### config.mk
export PLATFORM = sky130hd
export DESIGN_NAME = fp_free_list
export DESIGN_NICKNAME = d
export VERILOG_FILES = /design/src/logic/fp_rename_pkg.sv /design/src/logic/fp_free_list.sv
export SDC_FILE = /design/constraint.sdc
export NUM_CORES = 1
export LEC_CHECK = 0
export BUFFER_PORTS_ARGS = -buffer_cell sky130_fd_sc_hd__clkbuf_2
export CORE_MARGIN = 3
export CORE_UTILIZATION = 60
export DETAILED_ROUTE_END_ITERATION = 10
export GPL_TIMING_DRIVEN = 0
export PLACE_DENSITY = 0.78
export SLEW_MARGIN = 25
export SYNTH_ARGS = -nofsm -noshare
export SYNTH_HDL_FRONTEND = slang
export SYNTH_SLANG_ARGS = --single-unit
### constraint.sdc
create_clock -name clk_i -period 2.53 [get_ports clk_i]
set_input_delay 0.253 -clock clk_i [delete_from_list [all_inputs] [get_ports clk_i]]
set_output_delay 0.253 -clock clk_i [all_outputs]
set_load 0.02 [all_outputs]
### src/logic/fp_rename_pkg.sv
package fp_rename_pkg;

    localparam int NUM_ISA_REGS    = 32;    // Architectural FP registers
    localparam int NUM_PHYS_REGS   = 64;    // Physical FP registers
    localparam int NUM_CHECKPOINTS = 4;     // Map versions kept for branch recovery

    typedef logic [$clog2(NUM_ISA_REGS)-1:0]    areg_t;     // Architectural index
    typedef logic [$clog2(NUM_PHYS_REGS)-1:0]   preg_t;     // Physical index
    typedef logic [$clog2(NUM_CHECKPOINTS)-1:0] ckpt_ptr_t; // Checkpoint slot

    // Rename request of one instruction, sampled every edge
    typedef struct packed {
        areg_t src1;
        areg_t src2;
        areg_t src3;
        logic  use_src1;        // Source flags, clear means ready forced
        logic  use_src2;
        logic  use_src3;
        areg_t dst;
        logic  write_dst;       // Instruction writes an FP register
    } rename_req_t;

    // Registered rename answer
    typedef struct packed {
        preg_t     src1;
        logic      rdy1;
        preg_t     src2;
        logic      rdy2;
        preg_t     src3;
        logic      rdy3;
        preg_t     old_dst;     // Mapping replaced by this rename
        preg_t     new_dst;     // Register popped from the free list
        ckpt_ptr_t ckpt;        // Version head after the edge
    } rename_rsp_t;

    typedef struct packed {
        logic  valid;
        areg_t areg;
        preg_t preg;
    } wb_t;

    typedef struct packed {
        logic  valid;
        areg_t areg;
        preg_t new_preg;        // Goes into the commit map
        preg_t old_preg;        // Goes back to the free list
    } commit_t;

    typedef struct packed {
        logic      valid;
        ckpt_ptr_t slot;        // Version being filled
    } ckpt_save_t;

endpackage
### src/logic/fp_free_list.sv
`timescale 1ns/100ps

module fp_free_list import fp_rename_pkg::*; #(
    parameter int NUM_COMMIT = 2
) (
    input  logic                         clk_i,
    input  logic                         rstn_i,
    input  logic                         alloc_i,           // Pop the head this cycle
    input  ckpt_save_t                   ckpt_save_i,       // Save head into a slot
    input  logic                         do_recover_i,      // Branch recovery
    input  ckpt_ptr_t                    recover_ckpt_i,    // Slot to restore
    input  logic                         recover_commit_i,  // Exception recovery
    input  commit_t [NUM_COMMIT-1:0]     commit_i,
    output preg_t                        free_reg_o,        // Next free register
    output logic                         empty_o
);

    // Registers not in the reset map start in the ring
    localparam int FREE_SLOTS = NUM_PHYS_REGS - NUM_ISA_REGS;
    localparam int PTR_W      = $clog2(FREE_SLOTS) + 1;   // Extra wrap bit

    preg_t            ring_q [FREE_SLOTS];
    logic [PTR_W-1:0] head_q;
    logic [PTR_W-1:0] tail_q;
    logic [PTR_W-1:0] commit_head_q;                        // Head as seen by committed code
    logic [PTR_W-1:0] saved_head_q [NUM_CHECKPOINTS];

    logic [NUM_COMMIT-1:0] push_en;
    logic [PTR_W-1:0]      push_ptr [NUM_COMMIT];
    logic [PTR_W-1:0]      push_cnt;
    logic [PTR_W-1:0]      head_alloc;                      // Head after this cycle's pop

    assign head_alloc = head_q + PTR_W'(alloc_i);
    assign free_reg_o = ring_q[head_q[PTR_W-2:0]];
    assign empty_o    = (head_q == tail_q);

    // Pack valid frees back to back at the tail
    always_comb begin
        push_cnt = '0;
        for (int i = 0; i < NUM_COMMIT; i++) begin
            push_en[i]  = commit_i[i].valid & ~recover_commit_i;
            push_ptr[i] = tail_q + push_cnt;
            if (push_en[i]) push_cnt = push_cnt + 1'b1;
        end
    end

    always_ff @(posedge clk_i or negedge rstn_i) begin
        if (!rstn_i) begin
            for (int i = 0; i < FREE_SLOTS; i++) begin
                ring_q[i] <= preg_t'(NUM_ISA_REGS + i);     // 32 to 63 free
            end
            for (int k = 0; k < NUM_CHECKPOINTS; k++) begin
                saved_head_q[k] <= '0;
            end
            head_q        <= '0;
            tail_q        <= PTR_W'(FREE_SLOTS);            // Ring full
            commit_head_q <= '0;
        end else begin
            // Head moves by recovery first, pop otherwise
            if (recover_commit_i) begin
                head_q <= commit_head_q;
            end else if (do_recover_i) begin
                head_q <= saved_head_q[recover_ckpt_i];
            end else begin
                head_q <= head_alloc;
            end

            // Snapshot includes the pop of the checkpointing rename
            if (ckpt_save_i.valid) saved_head_q[ckpt_save_i.slot] <= head_alloc;

            for (int i = 0; i < NUM_COMMIT; i++) begin
                if (push_en[i]) ring_q[push_ptr[i][PTR_W-2:0]] <= commit_i[i].old_preg;
            end
            tail_q        <= tail_q + push_cnt;
            commit_head_q <= commit_head_q + push_cnt;      // One per committed rename
        end
    end

    // The table must never rename into an exhausted list
    a_no_alloc_empty: assert property (
        @(posedge clk_i) disable iff (!rstn_i) alloc_i |-> !empty_o
    ) else $error("free list popped while empty");

endmodule

==> results of run 1 <==
==> kinds of logic (layout without fill, tap and decap cells) <==
kind of cell,count (synthesis),count (layout)
multiplexers,417,417
flip-flops,234,234
AND/OR/NAND/NOR,221,221
AO/OA/AOI/OAI,148,148
buffers and inverters,84,175
XOR/XNOR,18,18
adder cells (fa/ha/maj),11,11
==> cell usage after synthesis, types with 4 or more instances <==
| cell | number |
|---|---|
| nand2b_1 | 5 |
| nor2_2 | 14 |
| a21oi_1 | 73 |
| nand2_4 | 4 |
| nand2_2 | 4 |
| xnor2_1 | 9 |
| mux2i_1 | 114 |
| inv_1 | 7 |
| clkbuf_1 | 58 |
| nor2_1 | 98 |
| nand2_1 | 45 |
| ha_1 | 9 |
| mux2_2 | 246 |
| dfrtp_1 | 121 |
| a211oi_1 | 7 |
| nand3_1 | 11 |
| nor2b_1 | 6 |
| nand3b_1 | 4 |
| mux2_1 | 27 |
| o221ai_1 | 6 |
| o21ai_0 | 27 |
| mux4_2 | 30 |
| xor2_1 | 9 |
| a221oi_1 | 12 |
| o22ai_1 | 6 |
| buf_4 | 6 |
| buf_2 | 10 |
| a22oi_1 | 7 |
| dfstp_2 | 113 |
==> per-layer routing <==
metal	share of wire, %	vias up
met5	0	-
met3	8.2	124
li1	-	4288
met1	41	4848
met2	47	414
met4	4.0	0
==> sequential cells by signal (all words and copies together), names as in the netlist <==
signal,count
ring_q,192
tail_q,6
saved_head_q,24
head_q,6
commit_head_q,6
==> what timing repair did <==
| action | 4_1_cts | 5_1_grt |
|---|---|---|
| hold endpoints to repair | 40 | 0 |
| gates cloned | 0 | 0 |
| setup endpoints to repair | 73 | 56 |
| pin swaps | 16 | 11 |
| hold buffers | 1 | 0 |
| setup buffers | 9 | 3 |
| gates resized for setup | 94 | 34 |
==> worst paths after layout <==
check | startpoint | end
worst min-delay path | commit_i[21] | ring_q[15]
min in group asynchronous | rstn_i | ring_q[160]
max in group asynchronous | rstn_i | ring_q[29]
worst max register to register | tail_q[0] | ring_q[13]
worst min register to register | commit_head_q[5] | commit_head_q[5]
worst max-delay path | head_q[0] | free_reg_o[0]
==> stage by stage <==
stage / hold slack, ns / cell area, sq um
after floorplan: -0.0426 / 13600
after global placement: 0.450 / 14100
after detailed placement: 0.199 / 14200
after CTS: 0.0507 / 15500
after global routing: 0.0680 / 15600
final: 0.0709 / 15600
==> worst max-delay path, cell delays in order, from the launching register on <==
cell	delay, ns
dfrtp_1	0.41
buf_12	0.16
buf_8	0.16
buf_12	0.16
mux2i_2	0.17
a221oi_4	0.35
o21ai_1	0.15
a22oi_2	0.22
clkbuf_8	0.20
==> power breakdown <==
| part | leakage, nW | switching, mW | total (mW) | internal [mW] |
|---|---|---|---|---|
| logic | 3.46 | 4.14 | 8.34 | 4.20 |
| clock network | 0.439 | 1.57 | 3.87 | 2.31 |
| registers | 2.69 | 1.07 | 7.11 | 6.04 |
| total | 6.59 | 6.77 | 19.3 | 12.5 |
==> area by class of cell <==
cell class	count	area (sq um)	share of cell area [%]
well taps	280	350	2.24
repair buffers	44	372	2.38
clock buffers	39	811	5.19
plain buffers	75	448	2.87
flip-flops and latches	234	6000	38.4
multi-input cells	815	7540	48.3
clock inverters	9	75.1	0.480
inverters	8	30.0	0.192
==> impl_metrics.py, run 1 <==
metrics = {
    "pwr": {
        "leakagePower_nw": 6.59,
        "pwr_density_cell_nw_per_um2": 1240,
        "finalPower_mw": 19.3,
        "peakVddDrop_uv": 577,
    },
    "timing": {
        "worst_pin_slew_ns": 0.809,
        "rsz0062_at_grt": "true",
        "fmax_mhz": 358,
        "fin_crit_sh_pct": 110,
        "post-route-min-period_ns": 2.79,
        "setup_viol": 6,
        "drv_slew": 0,
        "hold_viol_final": 0,
        "worst_slack_ns": -0.264,
        "finalClockSkew_ns": 0.00525,
        "setup_tns_ns": -1.43,
        "max-slew-margin-rel_pct": 46.0,
    },
    "floorplan": {
        "start_util_pct": 61.7,
        "die_x_microns": 156,
        "core_area_sq_um": 22000,
        "io_pins": 53,
        "row_count": 54,
        "die_area_sq_um": 24500,
        "dieHeight_microns": 156,
    },
    "clocking": {
        "clk_pin_slew_ns": 0.06,
        "clock_latency_ns": 0.53,
        "clock-sinks": 234,
        "root_buffer": "clkbuf_16",
        "clockBufferDepth": 3,
        "cts_buffers": 26,
        "h-tree-depth": 1,
        "cts_tree": "yes",
    },
    "min_path": {
        "hp-class": "in2reg",
        "hold_depth": 2,
    },
    "finish": {
        "nFillCells": 1505,
        "final_cells": 1504,
        "antenna_cells": 0,
        "final_common_cell": "mux2_2",
        "num-nets-final": 1261,
        "area_delta_synth_final_pct": 15.1,
        "drive_above_1_share_pct": 48.4,
        "layout_common_cells": "mux2_2, dfrtp_1, dfstp_2",
        "final_util_pct": 71.0,
    },
    "grt": {
        "grt_util_met3_pct": 6.11,
        "track_usage_pct": 30.8,
        "grtUsageMet1_pct": 41.6,
        "overflow": 0,
        "grt_busiest_layer": "met2",
        "grt_pass1_vias": 9968,
        "grt_use_met2_pct": 49.2,
        "grt_max_degree": 82,
        "antenna_found_initial": 0,
        "grt_pass1_wl_mm": 57.9,
    },
    "placement": {
        "gp_congestion": 1.05,
        "io_buffers": 28,
        "place_ws_ns": -0.648,
        "dp_cells": 1444,
        "place_hpwl_mm": 26.3,
    },
    "yosys": {
        "ys_seq_elements": 234,
        "syn_avg_cell_area_sq_um": 12.0,
        "synth-seq-area-share_pct": 44.2,
        "yosysWarnings": 0,
        "synthArstFlopShare_pct": 100,
        "syn_nets": 1190,
        "synth-main-ff-cell": "dfrtp_1",
        "yosys.area_share.simple_pct": 8.35,
        "netlist.area_leader.share_pct": 22.3,
        "synth_adder_area_share_pct": 1.12,
        "synthMuxAreaShare_pct": 36.0,
        "synth_cell_types": 58,
        "yosys.area_share.xor_xnor_pct": 1.16,
        "yosys.area.top_type": "dfrtp_1",
        "synth_top_family_by_area": "multiplexers",
        "synth_area_leaders": "dfrtp_1, dfstp_2, mux2_2",
        "syn_inst": 1133,
        "synth-edff-count": 0,
        "netlist_area_sq_um": 13600,
        "synth_compound_area_share_pct": 6.57,
    },
    "setup_path": {
        "worstPathArrival_ns": 2.54,
        "crit_path_max_fanout": 10,
        "crit_required_ns": 2.28,
        "worstSetupEndpointType": "primary output",
        "startpoint_type": "flip-flop",
        "crit_type": "reg2out",
        "rrSetupSlack_ns": 0.07,
        "reg2regPathDepth": 6,
    },
    "routing": {
        "ant_nets": 0,
        "drt_pre_antenna_iters": 5,
        "drtIter0Drc": 868,
        "via_per_inst": 6.43,
        "drc": 0,
        "vias": 9674,
        "drt-total-wl_mm": 37.8,
        "post_drt_wl_per_cell_microns": 25.1,
    },
    "run_status": {
        "violations": "setup timing",
        "status": "finished with violations",
    },
    "run": {
        "maxCapViolCount": 0,
    },
}
No activity file was read; power rests on OpenSTA's default activity.
==> run 2: changes to the inputs <==
--- a/config.mk
+++ b/config.mk
@@ -7,4 +7,5 @@
 export LEC_CHECK = 0
 export BUFFER_PORTS_ARGS = -buffer_cell sky130_fd_sc_hd__clkbuf_2
+export CAP_MARGIN = 10
 export CORE_MARGIN = 3
 export CORE_UTILIZATION = 60
==> constraint.sdc (replaced) <==
create_clock -name clk_i -period 2.53 [get_ports clk_i]
set_input_delay 0.253 -clock clk_i [delete_from_list [all_inputs] [get_ports clk_i]]
set_output_delay 0.253 -clock clk_i [all_outputs]
set_load 0.05 [all_outputs]
==> impl_metrics.py, run 2 (synthesis results as in run 1) <==
metrics = {
    "finish": {
        "area_delta_synth_final_pct": 15.0,
        "final_cells": 1503,
        "num-nets-final": 1260,
        "layout_common_cells": "mux2_2, dfrtp_1, dfstp_2",
        "largest_reg_flops": 192,
        "final_util_pct": 70.9,
        "top_register": "ring_q",
        "drive_above_1_share_pct": 48.0,
        "ff_latch_area_sq_um": 6000,
        "final_common_cell": "mux2_2",
        "multi_input_area_sq_um": 7490,
        "top_regs": "ring_q: 192 flops, saved_head_q: 24 flops",
        "nFillCells": 1527,
        "antenna_cells": 0,
    },
    "run_status": {
        "status": "finished with violations",
        "violations": "setup timing",
    },
    "setup_path": {
        "slowest_delay_ns": 0.53,
        "slowest_stage": "clkbuf_1",
        "worstSetupEndpointType": "primary output",
        "rrSetupSlack_ns": 0.02,
        "crit_buf_inv": 3,
        "crit_path_max_fanout": 10,
        "startpoint_type": "flip-flop",
        "timing.rr.start": "tail_q[1]",
        "crit_required_ns": 2.28,
        "path_delay_family": "buffers and inverters",
        "crit_chain": "buf_2, clkbuf_1, o221ai_1, a21oi_1, a22oi_2, buf_8",
        "r2r-end": "ring_q[69]",
        "reg2regPathDepth": 6,
        "worstPathArrival_ns": 2.58,
        "crit_type": "reg2out",
    },
    "min_path": {
        "hold_end": "ring_q[3]",
        "hold_depth": 2,
        "hold_start": "commit_i[21]",
        "hp-class": "in2reg",
    },
    "pwr": {
        "leakagePower_nw": 6.59,
        "p_sw_mw": 7.01,
        "p_comb_share_pct": 43.5,
        "p_clk_share_pct": 20.7,
        "pwr-share-seq_pct": 35.8,
        "peakVddDrop_uv": 676,
        "switching_share_pct": 35.4,
        "p_int_mw": 12.8,
        "pwr_density_cell_nw_per_um2": 1270,
    },
    "clocking": {
        "h-tree-depth": 1,
        "root_buffer": "clkbuf_16",
        "clockBufferDepth": 3,
        "clk_pin_slew_ns": 0.06,
        "cts_buffers": 27,
        "clock_latency_ns": 0.52,
        "cts_tree": "yes",
        "clock-sinks": 234,
    },
    "grt": {
        "grt_pass1_vias": 10000,
        "grt_max_degree": 87,
        "grt_pass1_wl_mm": 58.4,
        "track_usage_pct": 31.0,
        "antenna_found_initial": 0,
        "overflow": 0,
    },
    "routing": {
        "drt-total-wl_mm": 37.8,
        "vias": 9791,
        "wl_met2_mm": 17.9,
        "top_layer_used": "met4",
        "wl_met1_mm": 15.5,
        "post_drt_wl_per_cell_microns": 25.2,
        "via_per_inst": 6.51,
        "ant_nets": 0,
        "drc": 0,
        "drt_pre_antenna_iters": 6,
        "wl_met3_mm": 2.80,
        "drtIter0Drc": 969,
    },
    "timing": {
        "post-route-min-period_ns": 2.83,
        "hold_viol_final": 0,
        "rsz0062_at_grt": "true",
        "drv_slew": 0,
        "fin_crit_sh_pct": 112,
        "fin_hold_ws_ns": 0.0592,
        "fmax_mhz": 354,
        "setup_viol": 6,
        "max-slew-margin-rel_pct": 44.9,
        "worst_pin_slew_ns": 0.824,
        "finalClockSkew_ns": 0.00672,
        "worst_slack_ns": -0.299,
    },
    "floorplan": {
        "die_area_sq_um": 24500,
        "dieHeight_microns": 156,
        "core_area_sq_um": 22000,
        "io_pins": 53,
        "row_count": 54,
        "die_x_microns": 156,
        "start_util_pct": 61.7,
    },
    "placement": {
        "dp_cells": 1443,
        "gp_congestion": 1.07,
        "place_ws_ns": -0.674,
        "place_hpwl_mm": 26.5,
        "io_buffers": 28,
    },
    "run": {
        "maxCapViolCount": 0,
    },
}
run 2: per-layer routing:
metal  GRT usage, %  up-vias
li1               -     4297
met1           42.2     4956
met2           50.1      417
met3           5.37      121
met4           11.8        0
met5              0        -
run 2: worst reg2reg max path, delay by kind of cell, from the launching register on:
kind	cells	cell delay, ns
AO/OA/AOI/OAI	1	0.09
buffers and inverters	1	0.21
flip-flops	1	0.44
multiplexers	1	0.27
AND/OR/NAND/NOR	3	1.37
run 2: power groups by stage:
stage	Clock (mW)	Combinational [mW]	Sequential, mW
after floorplan	0	5.72	6.67
after global placement	0	7.18	6.93
after detailed placement	0	7.43	7.05
after CTS	4.11	8.19	7.05
after global routing	4.28	9.12	7.27
final	4.10	8.62	7.10
run 2: how the worst max path moves through the flow:
stage	startpoint	endpoint	slack, ns	cells past startpoint
after floorplan	head_q[1]	free_reg_o[0]	0.008	6
after global placement	rstn_i	ring_q[78]	-3.46	1
after detailed placement	head_q[1]	free_reg_o[0]	-0.67	7
after CTS	head_q[0]	free_reg_o[2]	-0.25	8
after global routing	head_q[0]	free_reg_o[0]	-0.32	8
final	head_q[4]	free_reg_o[4]	-0.30	6
run 2: final cells by class:
type                       instances  share of cell area (%)
timing repair buffer              42                    2.29
clock inverter                    10                   0.985
multi-input combinational        815                    48.0
inverter                           8                   0.192
buffer                            75                    2.88
tap                              280                    2.24
clock buffer                      39                    5.00
sequential                       234                    38.4
run 2: through the flow:
stage / total power, mW / setup TNS [ns] / area (sq um)
6_report: 19.8 / -1.65 / 15600
5_1_grt: 20.7 / -1.85 / 15600
4_1_cts: 19.4 / -1.40 / 15500
3_5_place_dp: 14.5 / -25.68 / 14100
3_3_place_gp: 14.1 / -642.58 / 14100
2_1_floorplan: 12.4 / 0 / 13600
run 2: repair_timing:
action | CTS | global route
resized for setup | 91 | 36
setup endpoints to repair | 62 | 61
hold buffers | 1 | 0
pin swaps | 15 | 7
setup buffers | 8 | 3
endpoints found under the hold margin | 38 | 0
